$ cat src/source/pcs_pkg.sv
`default_nettype none

package pcs_pkg;

    // Block geometry
    localparam int pcs_block_width = 64;
    localparam int pcs_header_width = 2;
    localparam int pcs_block_bytes = 8;

    // Sync header codes, 00 and 11 are never legal
    localparam logic [pcs_header_width-1:0] pcs_hdr_data = 2'b01;
    localparam logic [pcs_header_width-1:0] pcs_hdr_ctrl = 2'b10;

    // Self-synchronous scrambler, x^58 + x^39 + 1
    localparam int pcs_scr_state_width = 58;
    localparam logic [pcs_scr_state_width-1:0] pcs_scr_reset_state = '1;
    // History taps, bit 0 holds the most recent scrambled bit
    localparam int pcs_scr_tap_near = 38;
    localparam int pcs_scr_tap_far = 57;

    // Control block type field
    localparam logic [7:0] pcs_type_idle = 8'h1E;
    localparam logic [7:0] pcs_type_start = 8'h78;

    // Terminate codes, suffix is the number of data bytes before the end
    localparam logic [7:0] pcs_type_term0 = 8'h87;
    localparam logic [7:0] pcs_type_term1 = 8'h99;
    localparam logic [7:0] pcs_type_term2 = 8'hAA;
    localparam logic [7:0] pcs_type_term3 = 8'hB4;
    localparam logic [7:0] pcs_type_term4 = 8'hCC;
    localparam logic [7:0] pcs_type_term5 = 8'hD2;
    localparam logic [7:0] pcs_type_term6 = 8'hE1;
    localparam logic [7:0] pcs_type_term7 = 8'hFF;

    // Valid byte count of one stream beat, 0 to 8
    typedef logic [3:0] pcs_keep_t;

    // Control view, type code sits in the first octet on the wire
    typedef struct packed {
        logic [55:0] rest;
        logic [7:0]  block_type;
    } pcs_ctrl_view_t;

    // One 64-bit payload, read as octets or as a control block
    typedef union packed {
        logic [pcs_block_bytes-1:0][7:0] octets;
        pcs_ctrl_view_t                  ctrl;
    } pcs_block_t;

endpackage

`default_nettype wire

$ cat src/source/pcs_scrambler.sv
`timescale 1ns/1ps
`default_nettype none

module pcs_scrambler
    import pcs_pkg::*;
(
    input  wire                         clk_gtx_tx,
    input  wire                         i_rst_n,

    input  wire [pcs_block_width-1:0]   i_block,
    input  wire [pcs_header_width-1:0]  i_header,
    input  wire                         i_valid,

    output logic [pcs_block_width-1:0]  o_block,
    output logic [pcs_header_width-1:0] o_header,
    output logic                        o_valid
);

    logic [pcs_scr_state_width-1:0] scr_state;
    logic [pcs_scr_state_width-1:0] scr_state_next;
    logic [pcs_block_width-1:0]     scr_block;

    // Bit serial scramble, LSB first as on the wire
    always_comb begin
        scr_state_next = scr_state;
        for (int i = 0; i < pcs_block_width; i++) begin
            scr_block[i] = i_block[i] ^ scr_state_next[pcs_scr_tap_near]
                ^ scr_state_next[pcs_scr_tap_far];
            // Feedback comes from the scrambled output
            scr_state_next = {scr_state_next[pcs_scr_state_width-2:0], scr_block[i]};
        end
    end

    always_ff @(posedge clk_gtx_tx or negedge i_rst_n) begin
        if (!i_rst_n) begin
            scr_state <= pcs_scr_reset_state;
            o_valid <= 1'b0;
        end else begin
            o_valid <= i_valid;
            if (i_valid) begin
                scr_state <= scr_state_next;
            end
        end
    end

    // Header goes out untouched
    always_ff @(posedge clk_gtx_tx) begin
        if (i_valid) begin
            o_block <= scr_block;
            o_header <= i_header;
        end
    end

endmodule

`default_nettype wire

$ cat src/source/pcs_descrambler.sv
`timescale 1ns/1ps
`default_nettype none

module pcs_descrambler
    import pcs_pkg::*;
(
    input  wire                         clk_gtx_tx,
    input  wire                         i_rst_n,

    // Scrambled block straight from the transceiver
    input  wire [pcs_block_width-1:0]   i_block,
    input  wire [pcs_header_width-1:0]  i_header,
    input  wire                         i_valid,

    output logic [pcs_block_width-1:0]  o_block,
    output logic [pcs_header_width-1:0] o_header,
    output logic                        o_valid
);

    logic [pcs_scr_state_width-1:0] dscr_state;
    logic [pcs_scr_state_width-1:0] dscr_state_next;
    logic [pcs_block_width-1:0]     dscr_block;

    // Same taps as the transmitter
    always_comb begin
        dscr_state_next = dscr_state;
        for (int i = 0; i < pcs_block_width; i++) begin
            dscr_block[i] = i_block[i] ^ dscr_state_next[pcs_scr_tap_near]
                ^ dscr_state_next[pcs_scr_tap_far];
            // History takes the line bits, so any start state
            // flushes out after 58 bits
            dscr_state_next = {dscr_state_next[pcs_scr_state_width-2:0], i_block[i]};
        end
    end

    always_ff @(posedge clk_gtx_tx or negedge i_rst_n) begin
        if (!i_rst_n) begin
            dscr_state <= pcs_scr_reset_state;
            o_valid <= 1'b0;
        end else begin
            o_valid <= i_valid;
            if (i_valid) begin
                dscr_state <= dscr_state_next;
            end
        end
    end

    // Header delayed to stay aligned with its payload
    always_ff @(posedge clk_gtx_tx) begin
        if (i_valid) begin
            o_block <= dscr_block;
            o_header <= i_header;
        end
    end

endmodule

`default_nettype wire

$ cat src/source/pcs_block_lock.sv
`timescale 1ns/1ps
`default_nettype none

module pcs_block_lock
    import pcs_pkg::*;
#(
    parameter int LOCK_COUNT = 64,
    parameter int BAD_HEADER_LIMIT = 16
) (
    input  wire                        clk_gtx_tx,
    input  wire                        i_rst_n,

    input  wire [pcs_header_width-1:0] i_header,
    input  wire                        i_valid,

    output logic                       o_block_lock,
    output logic                       o_rx_slip
);

    localparam int CNT_W = $clog2(LOCK_COUNT + 1);
    localparam int BAD_W = $clog2(BAD_HEADER_LIMIT + 1);

    logic             hdr_ok;
    logic [CNT_W-1:0] sh_cnt;
    logic [BAD_W-1:0] bad_cnt;

    always_comb hdr_ok = (i_header == pcs_hdr_data) || (i_header == pcs_hdr_ctrl);

    always_ff @(posedge clk_gtx_tx or negedge i_rst_n) begin
        if (!i_rst_n) begin
            o_block_lock <= 1'b0;
            o_rx_slip <= 1'b0;
            sh_cnt <= '0;
            bad_cnt <= '0;
        end else begin
            o_rx_slip <= 1'b0;
            if (i_valid) begin
                if (!o_block_lock) begin
                    // Hunting for the header boundary
                    if (hdr_ok) begin
                        if (sh_cnt == CNT_W'(LOCK_COUNT - 1)) begin
                            o_block_lock <= 1'b1;
                            sh_cnt <= '0;
                            bad_cnt <= '0;
                        end else begin
                            sh_cnt <= sh_cnt + 1'b1;
                        end
                    end else begin
                        sh_cnt <= '0;
                        // Skip one cycle between slips so the
                        // transceiver sees separate pulses
                        o_rx_slip <= !o_rx_slip;
                    end
                end else begin
                    // Locked, watch bad headers per window
                    if (!hdr_ok && bad_cnt == BAD_W'(BAD_HEADER_LIMIT - 1)) begin
                        o_block_lock <= 1'b0;
                        sh_cnt <= '0;
                        bad_cnt <= '0;
                    end else if (sh_cnt == CNT_W'(LOCK_COUNT - 1)) begin
                        sh_cnt <= '0;
                        bad_cnt <= '0;
                    end else begin
                        sh_cnt <= sh_cnt + 1'b1;
                        bad_cnt <= bad_cnt + BAD_W'(!hdr_ok);
                    end
                end
            end
        end
    end

    // Slip is only ever requested while hunting
    slip_only_unlocked: assert property (
        @(posedge clk_gtx_tx) disable iff (!i_rst_n)
        !(o_rx_slip && o_block_lock)
    );

    // Transceiver slips once per pulse, so never hold it
    slip_single_cycle: assert property (
        @(posedge clk_gtx_tx) disable iff (!i_rst_n)
        o_rx_slip |=> !o_rx_slip
    );

endmodule

`default_nettype wire

$ cat src/source/pcs_rx_decoder.sv
`timescale 1ns/1ps
`default_nettype none

module pcs_rx_decoder
    import pcs_pkg::*;
(
    input  wire                        clk_gtx_tx,
    input  wire                        i_rst_n,

    input  pcs_block_t                 i_block,
    input  wire [pcs_header_width-1:0] i_header,
    input  wire                        i_valid,
    input  wire                        i_block_lock,

    // Ethernet stream out
    output pcs_block_t                 o_data,
    output pcs_keep_t                  o_keep,
    output logic                       o_valid,
    output logic                       o_last,
    output logic                       o_abort
);

    logic       in_frame;
    logic [7:0] block_type;
    logic       is_term;
    pcs_keep_t  term_bytes;
    pcs_block_t term_data;

    always_comb block_type = i_block.ctrl.block_type;

    // Terminate code gives the count of trailing data bytes
    always_comb begin
        is_term = 1'b1;
        term_bytes = '0;
        case (block_type)
            pcs_type_term0: term_bytes = 4'd0;
            pcs_type_term1: term_bytes = 4'd1;
            pcs_type_term2: term_bytes = 4'd2;
            pcs_type_term3: term_bytes = 4'd3;
            pcs_type_term4: term_bytes = 4'd4;
            pcs_type_term5: term_bytes = 4'd5;
            pcs_type_term6: term_bytes = 4'd6;
            pcs_type_term7: term_bytes = 4'd7;
            default: is_term = 1'b0;
        endcase
    end

    // Drop the type octet, data moves down to octet 0
    always_comb begin
        term_data = '0;
        for (int k = 0; k < pcs_block_bytes - 1; k++) begin
            term_data.octets[k] = i_block.octets[k+1];
        end
    end

    always_ff @(posedge clk_gtx_tx or negedge i_rst_n) begin
        if (!i_rst_n) begin
            in_frame <= 1'b0;
            o_valid <= 1'b0;
            o_last <= 1'b0;
            o_abort <= 1'b0;
        end else begin
            o_valid <= 1'b0;
            o_last <= 1'b0;
            o_abort <= 1'b0;
            if (in_frame && !i_block_lock) begin
                // Lock lost mid-frame
                in_frame <= 1'b0;
                o_valid <= 1'b1;
                o_abort <= 1'b1;
            end else if (i_valid && i_block_lock) begin
                if (i_header == pcs_hdr_data) begin
                    o_valid <= in_frame;
                end else if (i_header == pcs_hdr_ctrl && block_type == pcs_type_start) begin
                    // Preamble only, no beat
                    in_frame <= 1'b1;
                end else if (i_header == pcs_hdr_ctrl && is_term) begin
                    in_frame <= 1'b0;
                    o_valid <= in_frame;
                    o_last <= in_frame;
                end else if (i_header == pcs_hdr_ctrl && block_type == pcs_type_idle) begin
                    // Inter-frame fill
                end else begin
                    // Bad header or unknown control type
                    in_frame <= 1'b0;
                    o_valid <= in_frame;
                    o_abort <= in_frame;
                end
            end
        end
    end

    // Payload side, keep is 0 for abort beats
    always_ff @(posedge clk_gtx_tx) begin
        if (i_header == pcs_hdr_ctrl && is_term) begin
            o_data <= term_data;
            o_keep <= term_bytes;
        end else if (i_header == pcs_hdr_data && i_block_lock) begin
            o_data <= i_block;
            o_keep <= pcs_keep_t'(pcs_block_bytes);
        end else begin
            o_data <= i_block;
            o_keep <= '0;
        end
    end

    keep_in_range: assert property (
        @(posedge clk_gtx_tx) disable iff (!i_rst_n)
        o_valid |-> (o_keep <= pcs_keep_t'(pcs_block_bytes))
    );

    last_with_valid: assert property (
        @(posedge clk_gtx_tx) disable iff (!i_rst_n)
        o_last |-> o_valid
    );

    abort_with_valid: assert property (
        @(posedge clk_gtx_tx) disable iff (!i_rst_n)
        o_abort |-> o_valid
    );

endmodule

`default_nettype wire

$ cat src/source/pcs_lane_top.sv
`timescale 1ns/1ps
`default_nettype none

module pcs_lane_top
    import pcs_pkg::*;
#(
    parameter int LOCK_COUNT = 64,
    parameter int BAD_HEADER_LIMIT = 16
) (
    input  wire                         clk_gtx_tx,
    input  wire                         i_rst_n,

    // Transmit blocks in, scrambled blocks to the transceiver
    input  pcs_block_t                  i_tx_block,
    input  wire [pcs_header_width-1:0]  i_tx_header,
    input  wire                         i_tx_valid,
    output pcs_block_t                  o_tx_block,
    output logic [pcs_header_width-1:0] o_tx_header,
    output logic                        o_tx_valid,

    // Receive blocks from the transceiver
    input  pcs_block_t                  i_rx_block,
    input  wire [pcs_header_width-1:0]  i_rx_header,
    input  wire                         i_rx_valid,
    output logic                        o_rx_slip,
    output logic                        o_block_lock,

    // Ethernet stream
    output pcs_block_t                  o_rx_data,
    output pcs_keep_t                   o_rx_keep,
    output logic                        o_rx_valid,
    output logic                        o_rx_last,
    output logic                        o_rx_abort
);

    logic [pcs_block_width-1:0]  d_block;
    logic [pcs_header_width-1:0] d_header;
    logic                        d_valid;

    pcs_scrambler pcs_scrambler_u (
        .clk_gtx_tx(clk_gtx_tx),
        .i_rst_n(i_rst_n),
        .i_block(i_tx_block),
        .i_header(i_tx_header),
        .i_valid(i_tx_valid),
        .o_block(o_tx_block),
        .o_header(o_tx_header),
        .o_valid(o_tx_valid)
    );

    pcs_descrambler pcs_descrambler_u (
        .clk_gtx_tx(clk_gtx_tx),
        .i_rst_n(i_rst_n),
        .i_block(i_rx_block),
        .i_header(i_rx_header),
        .i_valid(i_rx_valid),
        .o_block(d_block),
        .o_header(d_header),
        .o_valid(d_valid)
    );

    // Lock works on the raw headers, one cycle ahead of the payload
    pcs_block_lock #(
        .LOCK_COUNT(LOCK_COUNT),
        .BAD_HEADER_LIMIT(BAD_HEADER_LIMIT))
    pcs_block_lock_u (
        .clk_gtx_tx(clk_gtx_tx),
        .i_rst_n(i_rst_n),
        .i_header(i_rx_header),
        .i_valid(i_rx_valid),
        .o_block_lock(o_block_lock),
        .o_rx_slip(o_rx_slip)
    );

    pcs_rx_decoder pcs_rx_decoder_u (
        .clk_gtx_tx(clk_gtx_tx),
        .i_rst_n(i_rst_n),
        .i_block(d_block),
        .i_header(d_header),
        .i_valid(d_valid),
        .i_block_lock(o_block_lock),
        .o_data(o_rx_data),
        .o_keep(o_rx_keep),
        .o_valid(o_rx_valid),
        .o_last(o_rx_last),
        .o_abort(o_rx_abort)
    );

endmodule

`default_nettype wire

$ cat config.mk
export PLATFORM = sky130hd
export DESIGN_NAME = pcs_lane_top
export DESIGN_NICKNAME = d
export VERILOG_FILES = /design/src/source/pcs_pkg.sv /design/src/source/pcs_scrambler.sv /design/src/source/pcs_descrambler.sv /design/src/source/pcs_block_lock.sv /design/src/source/pcs_rx_decoder.sv /design/src/source/pcs_lane_top.sv
export SDC_FILE = /design/constraint.sdc
export NUM_CORES = 1
export LEC_CHECK = 0
export BUFFER_PORTS_ARGS = -buffer_cell sky130_fd_sc_hd__buf_2
export CORE_UTILIZATION = 56
export CTS_CLUSTER_SIZE = 30
export DETAILED_ROUTE_END_ITERATION = 16
export PLACE_DENSITY = 0.81
export RECOVER_POWER = 25
export SLEW_MARGIN = 0
export SYNTH_ARGS = -nofsm -noshare
export SYNTH_HDL_FRONTEND = slang
export SYNTH_SLANG_ARGS = --single-unit
$ cat constraint.sdc
create_clock -name clk_gtx_tx -period 3.32 [get_ports clk_gtx_tx]
set_clock_uncertainty 0.2 [all_clocks]
set_input_delay 0.664 -clock clk_gtx_tx [delete_from_list [all_inputs] [get_ports clk_gtx_tx]]
set_output_delay 0.664 -clock clk_gtx_tx [all_outputs]
set_load 0.03 [all_outputs]
# Word level (Yosys, flattened, before mapping)
# Cells that the tools add are included.
# classes
n_addsub	2
n_eq_ne	18
n_mux	43
n_bitwise	256
reduce_logical	17
# ops
operator	n
XOR 1 bit	256
equality test 8 bit (second input constant)	8
two-way mux 56 bit	1
two-way mux 1 bit	30
two-way mux 7 bit	4
two-way mux 5 bit	5
one-hot mux 3 bit (7 select lines)	1
equality test 8 x 5 -> 1 bit (second input constant)	1
equality test 8 x 7 -> 1 bit (second input constant)	1
two-way mux 4 bit	2
OR reduction 8 bit	1
adder 7 x 1 -> 7 bit (second input constant)	1
equality test 7 x 6 -> 1 bit (second input constant)	1
logical AND 1 bit	7
AND reduction 3 bit	2
nonzero test 2 bit	3
adder 5 x 1 -> 5 bit	1
equality test 5 x 4 -> 1 bit (second input constant)	1
equality test 2 x 1 -> 1 bit (second input constant)	2
equality test 2 bit (second input constant)	2
inequality test 4 x 1 -> 1 bit (second input constant)	1
zero test 1 bit	3
inequality test 2 x 1 -> 1 bit (second input constant)	1
logical OR 1 bit	1
# word_totals
register_bits	336
input_bits	136
out_inout_bits	140
elab_cells	355

# Depth between registers and ports, before layout
# Gate-level depths: netlist of the first run.
# depth
word_depth	9
ltp_mapped	8
depth_no_buf	8

# Hierarchy
# Synthesis of the first run repeated with hierarchy kept, for this count alone.
# hier_totals
hier_cells	929
area_unflattened_um2	15198.3
# by_module_without_submodules
module	n_inst	cells_each	area_each_um2	seq_area_each_um2
pcs_descrambler	1	253	5829.3	3530.9
pcs_scrambler	1	298	5597.9	3530.9
pcs_rx_decoder	1	300	3000.4	1461.4
pcs_block_lock	1	78	770.7	350.3

# Worst setup path after synthesis of the first run
# OpenSTA, ideal clock, no wires.
# synth_path
kind	reg2reg
from	reg pcs_descrambler_u.o_block[1]
to	reg pcs_rx_decoder_u.o_data[0] (netlist bit)
setup_ns	0.121
arrival_time_ns	1.879
required_time_ns	2.999
path_slack_ns	1.119
stages_incl_launch_ff	8
n_path_buf	2
period_less_slack_ns	2.201
cell_sequence	edfxtp_1 > or4_1 > a21o_1 > a21oi_4 > nor2_2 > buf_6 > buf_6 > mux2_4
# synth_via
elab_chain_len	5
word_cells_on_any_way	12
classes_between	eq/ne (8); mux (2); reduce/logical (2)
# synth_lines
item	line	rtl
start: declaration	pcs_descrambler.sv:15	output logic [pcs_block_width-1:0] o_block,
start signal: assignment	pcs_descrambler.sv:51	o_block <= dscr_block;
equality test 8 bit	pcs_rx_decoder.sv:35	case (block_type)
OR reduction 8 bit (no line) *	-	
two-way mux 1 bit *	pcs_rx_decoder.sv:35	
logical AND 1 bit *	pcs_rx_decoder.sv:95	if (i_header == pcs_hdr_ctrl && is_term) begin
two-way mux 56 bit *	pcs_rx_decoder.sv:95	
end signal: assignment	pcs_rx_decoder.sv:96	o_data <= term_data;
end signal: assignment	pcs_rx_decoder.sv:99	o_data <= i_block;
end signal: assignment	pcs_rx_decoder.sv:102	o_data <= i_block;
end: declaration	pcs_rx_decoder.sv:16	output pcs_block_t o_data,
# Every way passes the cells marked *; elsewhere a longest branch is shown, timed or not.
# A chain may end at the register's enable or synchronous reset.

==> impl_results.html, run 1 <==
<table>
<tr><th>Metric</th><th>Value</th></tr>
<tr><th colspan="2">Critical path</th></tr>
<tr><td>Crit. End Element</td><td>asynchronous set/reset pin</td></tr>
<tr><td>Crit path kind</td><td>input port to asynchronous set/reset pin</td></tr>
<tr><td>Cells on worst reg2reg path</td><td>6</td></tr>
<tr><td>Worst-path fanout max</td><td>66</td></tr>
<tr><td>Arrival @ worst endpoint</td><td>between 3 and 4 ns</td></tr>
<tr><td>Launch point of the worst reg-to-reg path</td><td>pcs_descrambler_u.o_block[0]</td></tr>
<tr><td>Startpoint kind of the worst setup timing path</td><td>input port</td></tr>
<tr><td>Launching instance or port of the critical path</td><td>i_rst_n</td></tr>
<tr><td>Worst setup path endpoint</td><td>pcs_scrambler_u.scr_state[54]</td></tr>
<tr><td>R2R Setup Slk</td><td>between 0.8 and 0.9 ns</td></tr>
<tr><td>End of the worst register-to-register path</td><td>pcs_rx_decoder_u.o_data[46]</td></tr>
<tr><td>CP Data Required Time</td><td>3.73 ns</td></tr>
<tr><th colspan="2">Yosys</th></tr>
<tr><td>Top-area cell type share of the netlist area</td><td>0.2803</td></tr>
<tr><td>Synth area leader</td><td>sky130_fd_sc_hd__edfxtp_1</td></tr>
<tr><td>Number of synthesized register bits</td><td>roughly 340</td></tr>
<tr><td>Sequential fraction of the synthesis area</td><td>0.6275</td></tr>
<tr><td>Synth area leaders</td><td>sky130_fd_sc_hd__edfxtp_1 (28%), sky130_fd_sc_hd__dfstp_2 (22%), sky130_fd_sc_hd__xnor2_1 (15%), sky130_fd_sc_hd__mux2_2 (11%), sky130_fd_sc_hd__dfxtp_1 (9.6%)</td></tr>
<tr><td>Average cell area after synthesis</td><td>between 15 and 20 um^2</td></tr>
<tr><td>Cell area after synthesis</td><td>roughly 0.014 mm^2</td></tr>
<tr><td>Synth unique cells</td><td>50</td></tr>
<tr><td>Synthesized instance count</td><td>just over 900</td></tr>
<tr><td>Top post-synthesis cells by count</td><td>sky130_fd_sc_hd__xnor2_1 (243), sky130_fd_sc_hd__edfxtp_1 (132), sky130_fd_sc_hd__mux2_2 (132)</td></tr>
<tr><td>Main synth FF type</td><td>sky130_fd_sc_hd__edfxtp_1</td></tr>
<tr><td>Most repeated cell in the gate-level netlist after synthesis</td><td>sky130_fd_sc_hd__xnor2_1</td></tr>
<tr><td>Count of flip-flops with a built-in enable after synthesis</td><td>between 100 and 150</td></tr>
<tr><td>Share of synthesized registers carrying an async set or reset</td><td>0.4048</td></tr>
<tr><td>YS warnings</td><td>0</td></tr>
<tr><td>Synthesized netlist net count</td><td>1060</td></tr>
<tr><th colspan="2">Die</th></tr>
<tr><td>Core area</td><td>roughly 0.025 mm^2</td></tr>
<tr><td>Starting Density</td><td>0.5764</td></tr>
<tr><td>Overall die area</td><td>0.02589 mm^2</td></tr>
<tr><td>Die width</td><td>160.9 um</td></tr>
<tr><td>Y dimension of the die</td><td>between 150 and 200 um</td></tr>
<tr><td>Number of cell rows</td><td>57</td></tr>
<tr><td>Number of top-level design ports</td><td>roughly 280</td></tr>
<tr><th colspan="2">Global route</th></tr>
<tr><td>Met1 usage in global routing</td><td>0.3056</td></tr>
<tr><td>GRT Resource Usage Total</td><td>0.2502</td></tr>
<tr><td>Met2 track demand over resource</td><td>0.4487</td></tr>
<tr><td>Initial antenna violation count</td><td>4</td></tr>
<tr><td>Maximum number of pins on one net before global-route repair</td><td>between 60 and 70</td></tr>
<tr><td>First-pass GRT wire length</td><td>slightly below 50000 um</td></tr>
<tr><td>Most congested layer reported by global routing</td><td>met2</td></tr>
<tr><td>GRT Residual Overflow</td><td>0</td></tr>
<tr><td>Via count of the first global-routing pass</td><td>about 8500</td></tr>
<tr><td>GR Util met3</td><td>0.04830</td></tr>
<tr><th colspan="2">Job</th></tr>
<tr><td>Max-capacitance violation count</td><td>1</td></tr>
<tr><th colspan="2">CTS</th></tr>
<tr><td>Clock tree from TritonCTS</td><td>yes</td></tr>
<tr><td>Clock latency of the later-clocked register in the worst-skew pair</td><td>roughly 0.5 ns</td></tr>
<tr><td>Longest Clk Path Bufs</td><td>3</td></tr>
<tr><td>Sink count of the clock tree</td><td>around 340</td></tr>
<tr><td>Cts bufs inserted</td><td>35</td></tr>
<tr><td>Clock-pin slew reported for the worst setup and hold paths after clock tree synthesis</td><td>0.06 ns</td></tr>
<tr><td>H-tree lvl count</td><td>2</td></tr>
<tr><td>Master cell of the clock root buffer</td><td>sky130_fd_sc_hd__clkbuf_16</td></tr>
<tr><td>Setup Buffers After CTS</td><td>0</td></tr>
<tr><th colspan="2">Detailed routing</th></tr>
<tr><td>Count of unresolved DRC violations after routing</td><td>0</td></tr>
<tr><td>DR WL/cell</td><td>slightly above 20 um</td></tr>
<tr><td>Total detailed-routing wirelength</td><td>31920 um</td></tr>
<tr><td>DRT Pass-1 Iters</td><td>5</td></tr>
<tr><td>Via total after detailed routing</td><td>8211</td></tr>
<tr><td>Count of routing violations after the opening detailed-route iteration</td><td>around 550</td></tr>
<tr><td>Vias per std cell</td><td>approximately 5.2</td></tr>
<tr><td>Detail Route Antenna Nets</td><td>0</td></tr>
<tr><th colspan="2">Timing</th></tr>
<tr><td>Worst Max-Slew Pin Slew</td><td>roughly 1.8 ns</td></tr>
<tr><td>Number of max-slew violations in the final report</td><td>67</td></tr>
<tr><td>Setup repair after global routing missed its margin</td><td>no</td></tr>
<tr><td>Final setup viols</td><td>0</td></tr>
<tr><td>Final hold violation count</td><td>0</td></tr>
<tr><td>Fraction of the cycle the final worst path needs</td><td>0.7962</td></tr>
<tr><td>Final total negative setup slack</td><td>0 ns</td></tr>
<tr><td>Worst slew margin</td><td>-0.1850</td></tr>
<tr><td>Maximum clock frequency</td><td>~380 MHz</td></tr>
<tr><td>Post-route minimum period</td><td>approximately 2.6 ns</td></tr>
<tr><td>Worst hold slack</td><td>around 0.14 ns</td></tr>
<tr><th colspan="2">Power and ir drop</th></tr>
<tr><td>Leak pwr</td><td>between 0.006 and 0.007 uW</td></tr>
<tr><td>Power per cell area</td><td>roughly 940 mW/mm^2</td></tr>
<tr><td>Worst IR Drop VDD</td><td>~0.00063 V</td></tr>
<tr><th colspan="2">Status</th></tr>
<tr><td>Run status</td><td>complete, but fails checks</td></tr>
<tr><td>Failing checks</td><td>max-capacitance violations, max-slew violations</td></tr>
<tr><th colspan="2">Place</th></tr>
<tr><td>Quantity of I/O buffers inserted on ports</td><td>~280</td></tr>
<tr><td>HPWL Detailed</td><td>23400 um</td></tr>
<tr><td>Routability congestion estimate from global placement</td><td>~0.84</td></tr>
<tr><th colspan="2">Finish</th></tr>
<tr><td>Area growth from synthesis to final layout</td><td>21.13%</td></tr>
<tr><td>Fraction of layout instances using a drive strength above 1</td><td>0.4477</td></tr>
<tr><td>FILL cells</td><td>1664</td></tr>
<tr><td>Layout net count</td><td>roughly 1400</td></tr>
<tr><th colspan="2">Worst hold path</th></tr>
<tr><td>Path category of the worst min-delay check</td><td>input port to flip-flop</td></tr>
</table>
## cell usage in the layout, fill, tap and decap left out, types with 5 or more instances in the layout
cell,Yosys,final
sky130_fd_sc_hd__clkbuf_1,11,13
sky130_fd_sc_hd__and2_1,8,8
sky130_fd_sc_hd__mux2_4,38,38
sky130_fd_sc_hd__nor2_1,10,10
sky130_fd_sc_hd__dfstp_2,116,48
sky130_fd_sc_hd__inv_1,12,12
sky130_fd_sc_hd__xnor2_1,243,243
sky130_fd_sc_hd__xor2_1,18,18
sky130_fd_sc_hd__nor4bb_1,5,5
sky130_fd_sc_hd__a21oi_1,8,8
sky130_fd_sc_hd__edfxtp_1,132,132
sky130_fd_sc_hd__buf_2,6,264
sky130_fd_sc_hd__mux2_2,132,132
sky130_fd_sc_hd__o21ai_0,11,11
sky130_fd_sc_hd__clkbuf_8,0,13
sky130_fd_sc_hd__dfstp_1,0,68
sky130_fd_sc_hd__dfrtp_1,20,20
sky130_fd_sc_hd__nand3_1,8,8
sky130_fd_sc_hd__clkbuf_16,0,37
sky130_fd_sc_hd__buf_4,0,8
sky130_fd_sc_hd__nand2_1,11,11
sky130_fd_sc_hd__dfxtp_1,68,68
## state kept, by name, indices dropped and copies added, names as in the netlist, 2 cells and up
register,flops
pcs_block_lock_u.sh_cnt,7
pcs_rx_decoder_u.o_keep,4
pcs_block_lock_u.bad_cnt,5
pcs_scrambler_u.o_block,64
pcs_descrambler_u.o_header,2
pcs_rx_decoder_u.o_data,64
pcs_scrambler_u.o_header,2
pcs_descrambler_u.o_block,64
pcs_scrambler_u.scr_state,58
pcs_descrambler_u.dscr_state,58
## metal layers
metal / wire length [um] / vias to the layer above
li1: - / 3804
met1: 12620 / 4033
met2: 16470 / 322
met3: 2080 / 50
met4: 732 / 2
met5: 13 / -
## worst min path at each step
| stage | startpoint | to | depth (start not counted) |
|---|---|---|---|
| 6_report | i_tx_header[1] | pcs_scrambler_u.o_header[1] | 1 |
| 5_1_grt | i_tx_header[1] | pcs_scrambler_u.o_header[1] | 1 |
| 4_1_cts | i_tx_header[1] | pcs_scrambler_u.o_header[1] | 1 |
| 3_5_place_dp | pcs_block_lock_u.o_rx_slip | pcs_block_lock_u.o_rx_slip | 1 |
| 3_3_place_gp | pcs_descrambler_u.o_block[63] | pcs_rx_decoder_u.o_data[63] | 1 |
| 2_1_floorplan | i_rst_n | pcs_block_lock_u.bad_cnt[0] | 0 |
## worst max-delay path: stages
cell and delay (ns):
sky130_fd_sc_hd__dlygate4sd3_1 0.52, sky130_fd_sc_hd__clkbuf_2 1.24, sky130_fd_sc_hd__buf_4 0.55
## what timing repair did
| action | 4_1_cts | 5_1_grt |
|---|---|---|
| resized for setup | 0 | 0 |
| hold buffers | 1 | 0 |
| endpoints found under the hold margin | 11 | 0 |
## cells by family after synthesis
group,share of synthesized area
buf+inv,0.01354
xor+xnor,0.1617
mux,0.1455
simple gates,0.02761
flops,0.6275
fa+ha+maj,0.002655
compound gates,0.02159
## layout make-up
cell class / count / area [um^2] / share of cell area
diodes: 3 / 7.507 / 0.0004383
clock buffers: 54 / 1120 / 0.06538
clock inverters: 9 / 141.4 / 0.008254
inverters: 12 / 45.04 / 0.002630
multi-input cells: 546 / 5081 / 0.2966
flip-flops and latches: 336 / 8874 / 0.5180
well taps: 324 / 405.4 / 0.02367
repair buffers: 285 / 1455 / 0.08495
## through the flow
| stage | util | instances | setup slack (ns) | power [uW] | instance area, um^2 |
|---|---|---|---|---|---|
| floorplan | - | 921 | 1.119 | 10500 | 14140 |
| global placement | 0.6475 | 1502 | 0.7385 | 11880 | 15890 |
| detailed placement | 0.6475 | 1502 | 0.6544 | 12030 | 15890 |
| CTS | 0.6993 | 1566 | 0.8399 | 16270 | 17160 |
| global route | 0.6980 | 1567 | 0.3784 | 16760 | 17120 |
| finish | 0.6982 | 1569 | 0.6766 | 16070 | 17130 |
## power breakdown
| part | switching (uW) | total [uW] | internal (uW) |
|---|---|---|---|
| combinational | 2910 | 5060 | 2150 |
| sequential | 775 | 6870 | 6100 |
| clock | 1570 | 4140 | 2570 |
| total | 5260 | 16100 | 10800 |
(Power assumes the default switching activity.)
==> run 2: changes to the inputs <==
- CORE_UTILIZATION: 56 -> 55
- PLACE_DENSITY: 0.81 -> 0.8
- clock period: 3.32 -> 2.6 ns (I/O delays scaled with it)
==> impl_results.html, run 2 (same netlist as run 1, synthesis figures left out) <==
<table>
<tr><th>Metric</th><th>Value</th></tr>
<tr><th colspan="2">Global route</th></tr>
<tr><td>Initial antenna violation count</td><td>3 (-1)</td></tr>
<tr><td>GRT Resource Usage Total</td><td>0.2330 (-0.01720)</td></tr>
<tr><td>First-pass GRT wire length</td><td>46210 um (-5.4%)</td></tr>
<tr><td>Via count of the first global-routing pass</td><td>8373 (-1.5%)</td></tr>
<tr><td>Maximum number of pins on one net before global-route repair</td><td>71 (+6.0%)</td></tr>
<tr><td>GRT Residual Overflow</td><td>0 (unchanged)</td></tr>
<tr><th colspan="2">Finish</th></tr>
<tr><td>Most frequent standard cell in the layout excluding fill and tap cells</td><td>sky130_fd_sc_hd__buf_2</td></tr>
<tr><td>Area growth from synthesis to final layout</td><td>20.99%</td></tr>
<tr><td>Registers with the most flip-flops</td><td>pcs_descrambler_u.o_block x64, pcs_rx_decoder_u.o_data x64, pcs_scrambler_u.o_block x64</td></tr>
<tr><td>Final cell count without fillers</td><td>1589 (+1.3%)</td></tr>
<tr><td>Commonest cells after routing, fill and taps aside</td><td>sky130_fd_sc_hd__buf_2 (264), sky130_fd_sc_hd__xnor2_1 (243), sky130_fd_sc_hd__mux2_2 (132), sky130_fd_sc_hd__edfxtp_1 (132), sky130_fd_sc_hd__dfstp_2 (116)</td></tr>
<tr><td>FILL cells</td><td>1787 (+7.4%)</td></tr>
<tr><td>Fraction of layout instances using a drive strength above 1</td><td>0.4980 (+0.05035)</td></tr>
<tr><td>Layout net count</td><td>1369 (+1.0%)</td></tr>
<tr><th colspan="2">Detailed routing</th></tr>
<tr><td>DR WL/cell</td><td>19.21 um (-5.6%)</td></tr>
<tr><td>Metal2 WL</td><td>15480 um (-6.0%)</td></tr>
<tr><td>DRT Pass-1 Iters</td><td>4 (-1)</td></tr>
<tr><td>Detail Route Antenna Nets</td><td>0 (unchanged)</td></tr>
<tr><td>Count of unresolved DRC violations after routing</td><td>0 (unchanged)</td></tr>
<tr><td>Met3 Routed Length</td><td>1977 um (-5.0%)</td></tr>
<tr><td>Via total after detailed routing</td><td>8146 (-0.79%)</td></tr>
<tr><td>Top Metal Used</td><td>met5</td></tr>
<tr><td>Vias per std cell</td><td>5.126 (-2.0%)</td></tr>
<tr><td>Post-route met1 wirelength</td><td>12310 um (-2.4%)</td></tr>
<tr><td>Count of routing violations after the opening detailed-route iteration</td><td>450 (-18%)</td></tr>
<tr><td>Total detailed-routing wirelength</td><td>30530 um (-4.4%)</td></tr>
<tr><th colspan="2">Timing</th></tr>
<tr><td>Worst slew margin</td><td>-0.03417 (+0.1508)</td></tr>
<tr><td>Final hold violation count</td><td>0 (unchanged)</td></tr>
<tr><td>Final total negative setup slack</td><td>0 ns (unchanged)</td></tr>
<tr><td>Fraction of the cycle the final worst path needs</td><td>0.9680</td></tr>
<tr><td>Post-route minimum period</td><td>around 2.5 ns</td></tr>
<tr><td>Worst Max-Slew Pin Slew</td><td>1.551 ns (-0.2262 ns)</td></tr>
<tr><td>Setup repair after global routing missed its margin</td><td>no</td></tr>
<tr><td>Final setup viols</td><td>0 (unchanged)</td></tr>
<tr><td>Number of max-slew violations in the final report</td><td>66 (-1.5%)</td></tr>
<tr><td>Maximum clock frequency</td><td>roughly 400 MHz</td></tr>
<tr><th colspan="2">Die</th></tr>
<tr><td>Number of top-level design ports</td><td>276 (unchanged)</td></tr>
<tr><td>Y dimension of the die</td><td>162.3 um (+0.89%)</td></tr>
<tr><td>Die width</td><td>162.3 um (+0.89%)</td></tr>
<tr><td>Overall die area</td><td>0.02636 mm^2 (+1.8%)</td></tr>
<tr><td>Number of cell rows</td><td>58 (+1.8%)</td></tr>
<tr><td>Starting Density</td><td>0.5616 (-0.01484)</td></tr>
<tr><td>Core area</td><td>0.02518 mm^2 (+2.6%)</td></tr>
<tr><th colspan="2">Status</th></tr>
<tr><td>Failing checks</td><td>max-capacitance violations, max-slew violations</td></tr>
<tr><td>Run status</td><td>complete, but fails checks</td></tr>
<tr><th colspan="2">Critical path</th></tr>
<tr><td>Most common cell type on the critical path</td><td>sky130_fd_sc_hd__buf_12</td></tr>
<tr><td>Crit-path slowest cell</td><td>sky130_fd_sc_hd__or4_1</td></tr>
<tr><td>Worst-path fanout max</td><td>19 (-71%)</td></tr>
<tr><td>Crit. End Element</td><td>flip-flop</td></tr>
<tr><td>CP Data Required Time</td><td>2.79 ns (-0.94 ns)</td></tr>
<tr><td>Crit path kind</td><td>flip-flop to flip-flop</td></tr>
<tr><td>Largest stage delay on the critical path</td><td>0.56 ns (-0.68 ns)</td></tr>
<tr><td>Arrival @ worst endpoint</td><td>2.71 ns (-0.34 ns)</td></tr>
<tr><td>Startpoint kind of the worst setup timing path</td><td>flip-flop</td></tr>
<tr><td>CP cell instances</td><td>or4_1 &gt; a21o_1 &gt; a21oi_4 &gt; nor2_4 &gt; buf_12 &gt; buf_12 &gt; mux2_4</td></tr>
<tr><th colspan="2">Place</th></tr>
<tr><td>Total placed cells including tap cells</td><td>1518 (+1.1%)</td></tr>
<tr><td>Quantity of I/O buffers inserted on ports</td><td>275 (unchanged)</td></tr>
<tr><td>Routability congestion estimate from global placement</td><td>0.8550 (+1.9%)</td></tr>
<tr><td>HPWL Detailed</td><td>22990 um (-1.8%)</td></tr>
<tr><th colspan="2">Power and ir drop</th></tr>
<tr><td>Leak pwr</td><td>0.006836 uW (+0.46%)</td></tr>
<tr><td>Worst IR Drop VDD</td><td>0.0009215 V (+46%)</td></tr>
<tr><td>Power per cell area</td><td>1166 mW/mm^2 (+24%)</td></tr>
<tr><th colspan="2">CTS</th></tr>
<tr><td>Master cell of the clock root buffer</td><td>sky130_fd_sc_hd__clkbuf_16</td></tr>
<tr><td>Cts bufs inserted</td><td>35 (unchanged)</td></tr>
<tr><td>Clock tree from TritonCTS</td><td>yes</td></tr>
<tr><td>Clock-pin slew reported for the worst setup and hold paths after clock tree synthesis</td><td>0.06 ns (about the same)</td></tr>
<tr><td>Clock latency of the later-clocked register in the worst-skew pair</td><td>0.51 ns (about the same)</td></tr>
<tr><td>Longest Clk Path Bufs</td><td>3 (unchanged)</td></tr>
<tr><td>Sink count of the clock tree</td><td>336 (unchanged)</td></tr>
<tr><td>H-tree lvl count</td><td>2 (unchanged)</td></tr>
<tr><th colspan="2">Worst hold path</th></tr>
<tr><td>Path category of the worst min-delay check</td><td>input port to flip-flop</td></tr>
<tr><th colspan="2">Job</th></tr>
<tr><td>Max-capacitance violation count</td><td>1 (unchanged)</td></tr>
</table>
[run 2: what timing repair did]
action | 4_1_cts | 5_1_grt
buffers inserted | 0 | 2
hold buffers | 3 | 0
endpoints found under the hold margin | 9 | 0
setup endpoints to repair | 0 | 3
gates resized for setup | 0 | 0
[run 2: critical path, delay by kind of cell, from the launching register on]
kind / cells / cell delay, ns
flip-flops: 1 / 0.55
multiplexers: 1 / 0.29
AO/OA/AOI/OAI: 2 / 0.41
buffers and inverters: 2 / 0.31
AND/OR/NAND/NOR: 2 / 0.61
[run 2: stage by stage]
stage | setup WS, ns | hold WS, ns | area (um^2) | util | power [uW]
2_1_floorplan | 0.3993 | 0.02441 | 14140 | - | 13410
3_3_place_gp | 0.1304 | 0.2303 | 16040 | 0.6371 | 15240
3_5_place_dp | 0.1124 | 0.2349 | 16040 | 0.6371 | 15420
4_1_cts | 0.08339 | 0.001975 | 17130 | 0.6804 | 20130
5_1_grt | 0.003767 | 0.03605 | 17100 | 0.6792 | 20850
6_report | 0.08312 | 0.04768 | 17110 | 0.6794 | 19940
[run 2: layout make-up]
class                           count  area (um^2)  share of cell area
Sequential cell                   336         8874              0.5186
Clock buffer                       46        937.1             0.05478
Clock inverter                     18        123.9            0.007240
Antenna cell                        2        5.005           0.0002925
Tap cell                          330        412.9             0.02413
Multi-Input combinational cell    546         5081              0.2970
Timing Repair Buffer              299         1630             0.09529
Inverter                           12        45.04            0.002633
[run 2: final timing paths]
check / startpoint / endpoint / slack, ns / cells past startpoint
max in group asynchronous: i_rst_n / pcs_scrambler_u.scr_state[49] / 0.47 / 3
hold / removal: i_rx_header[1] / pcs_descrambler_u.o_header[1] / 0.05 / 1
setup reg to reg: pcs_descrambler_u.o_block[1] / pcs_rx_decoder_u.o_data[48] / 0.08 / 7
setup / recovery: pcs_descrambler_u.o_block[1] / pcs_rx_decoder_u.o_data[48] / 0.08 / 7
min in group asynchronous: i_rst_n / pcs_block_lock_u.sh_cnt[0] / 0.68 / 2
hold reg to reg: pcs_block_lock_u.o_rx_slip / pcs_block_lock_u.o_rx_slip / 0.24 / 1
[run 2: report_power, final]
group / internal, uW / leakage [uW] / switching, uW
Clock: 2660 / 0.000527 / 1980
Sequential: 7880 / 0.00335 / 954
Combinational: 2790 / 0.00295 / 3680
[run 2: per-layer routing]
layer / vias up / track usage
li1: 3837 / -
met1: 3971 / 0.2830
met2: 288 / 0.4118
met3: 48 / 0.04813
met4: 2 / 0.07762
met5: - / 0
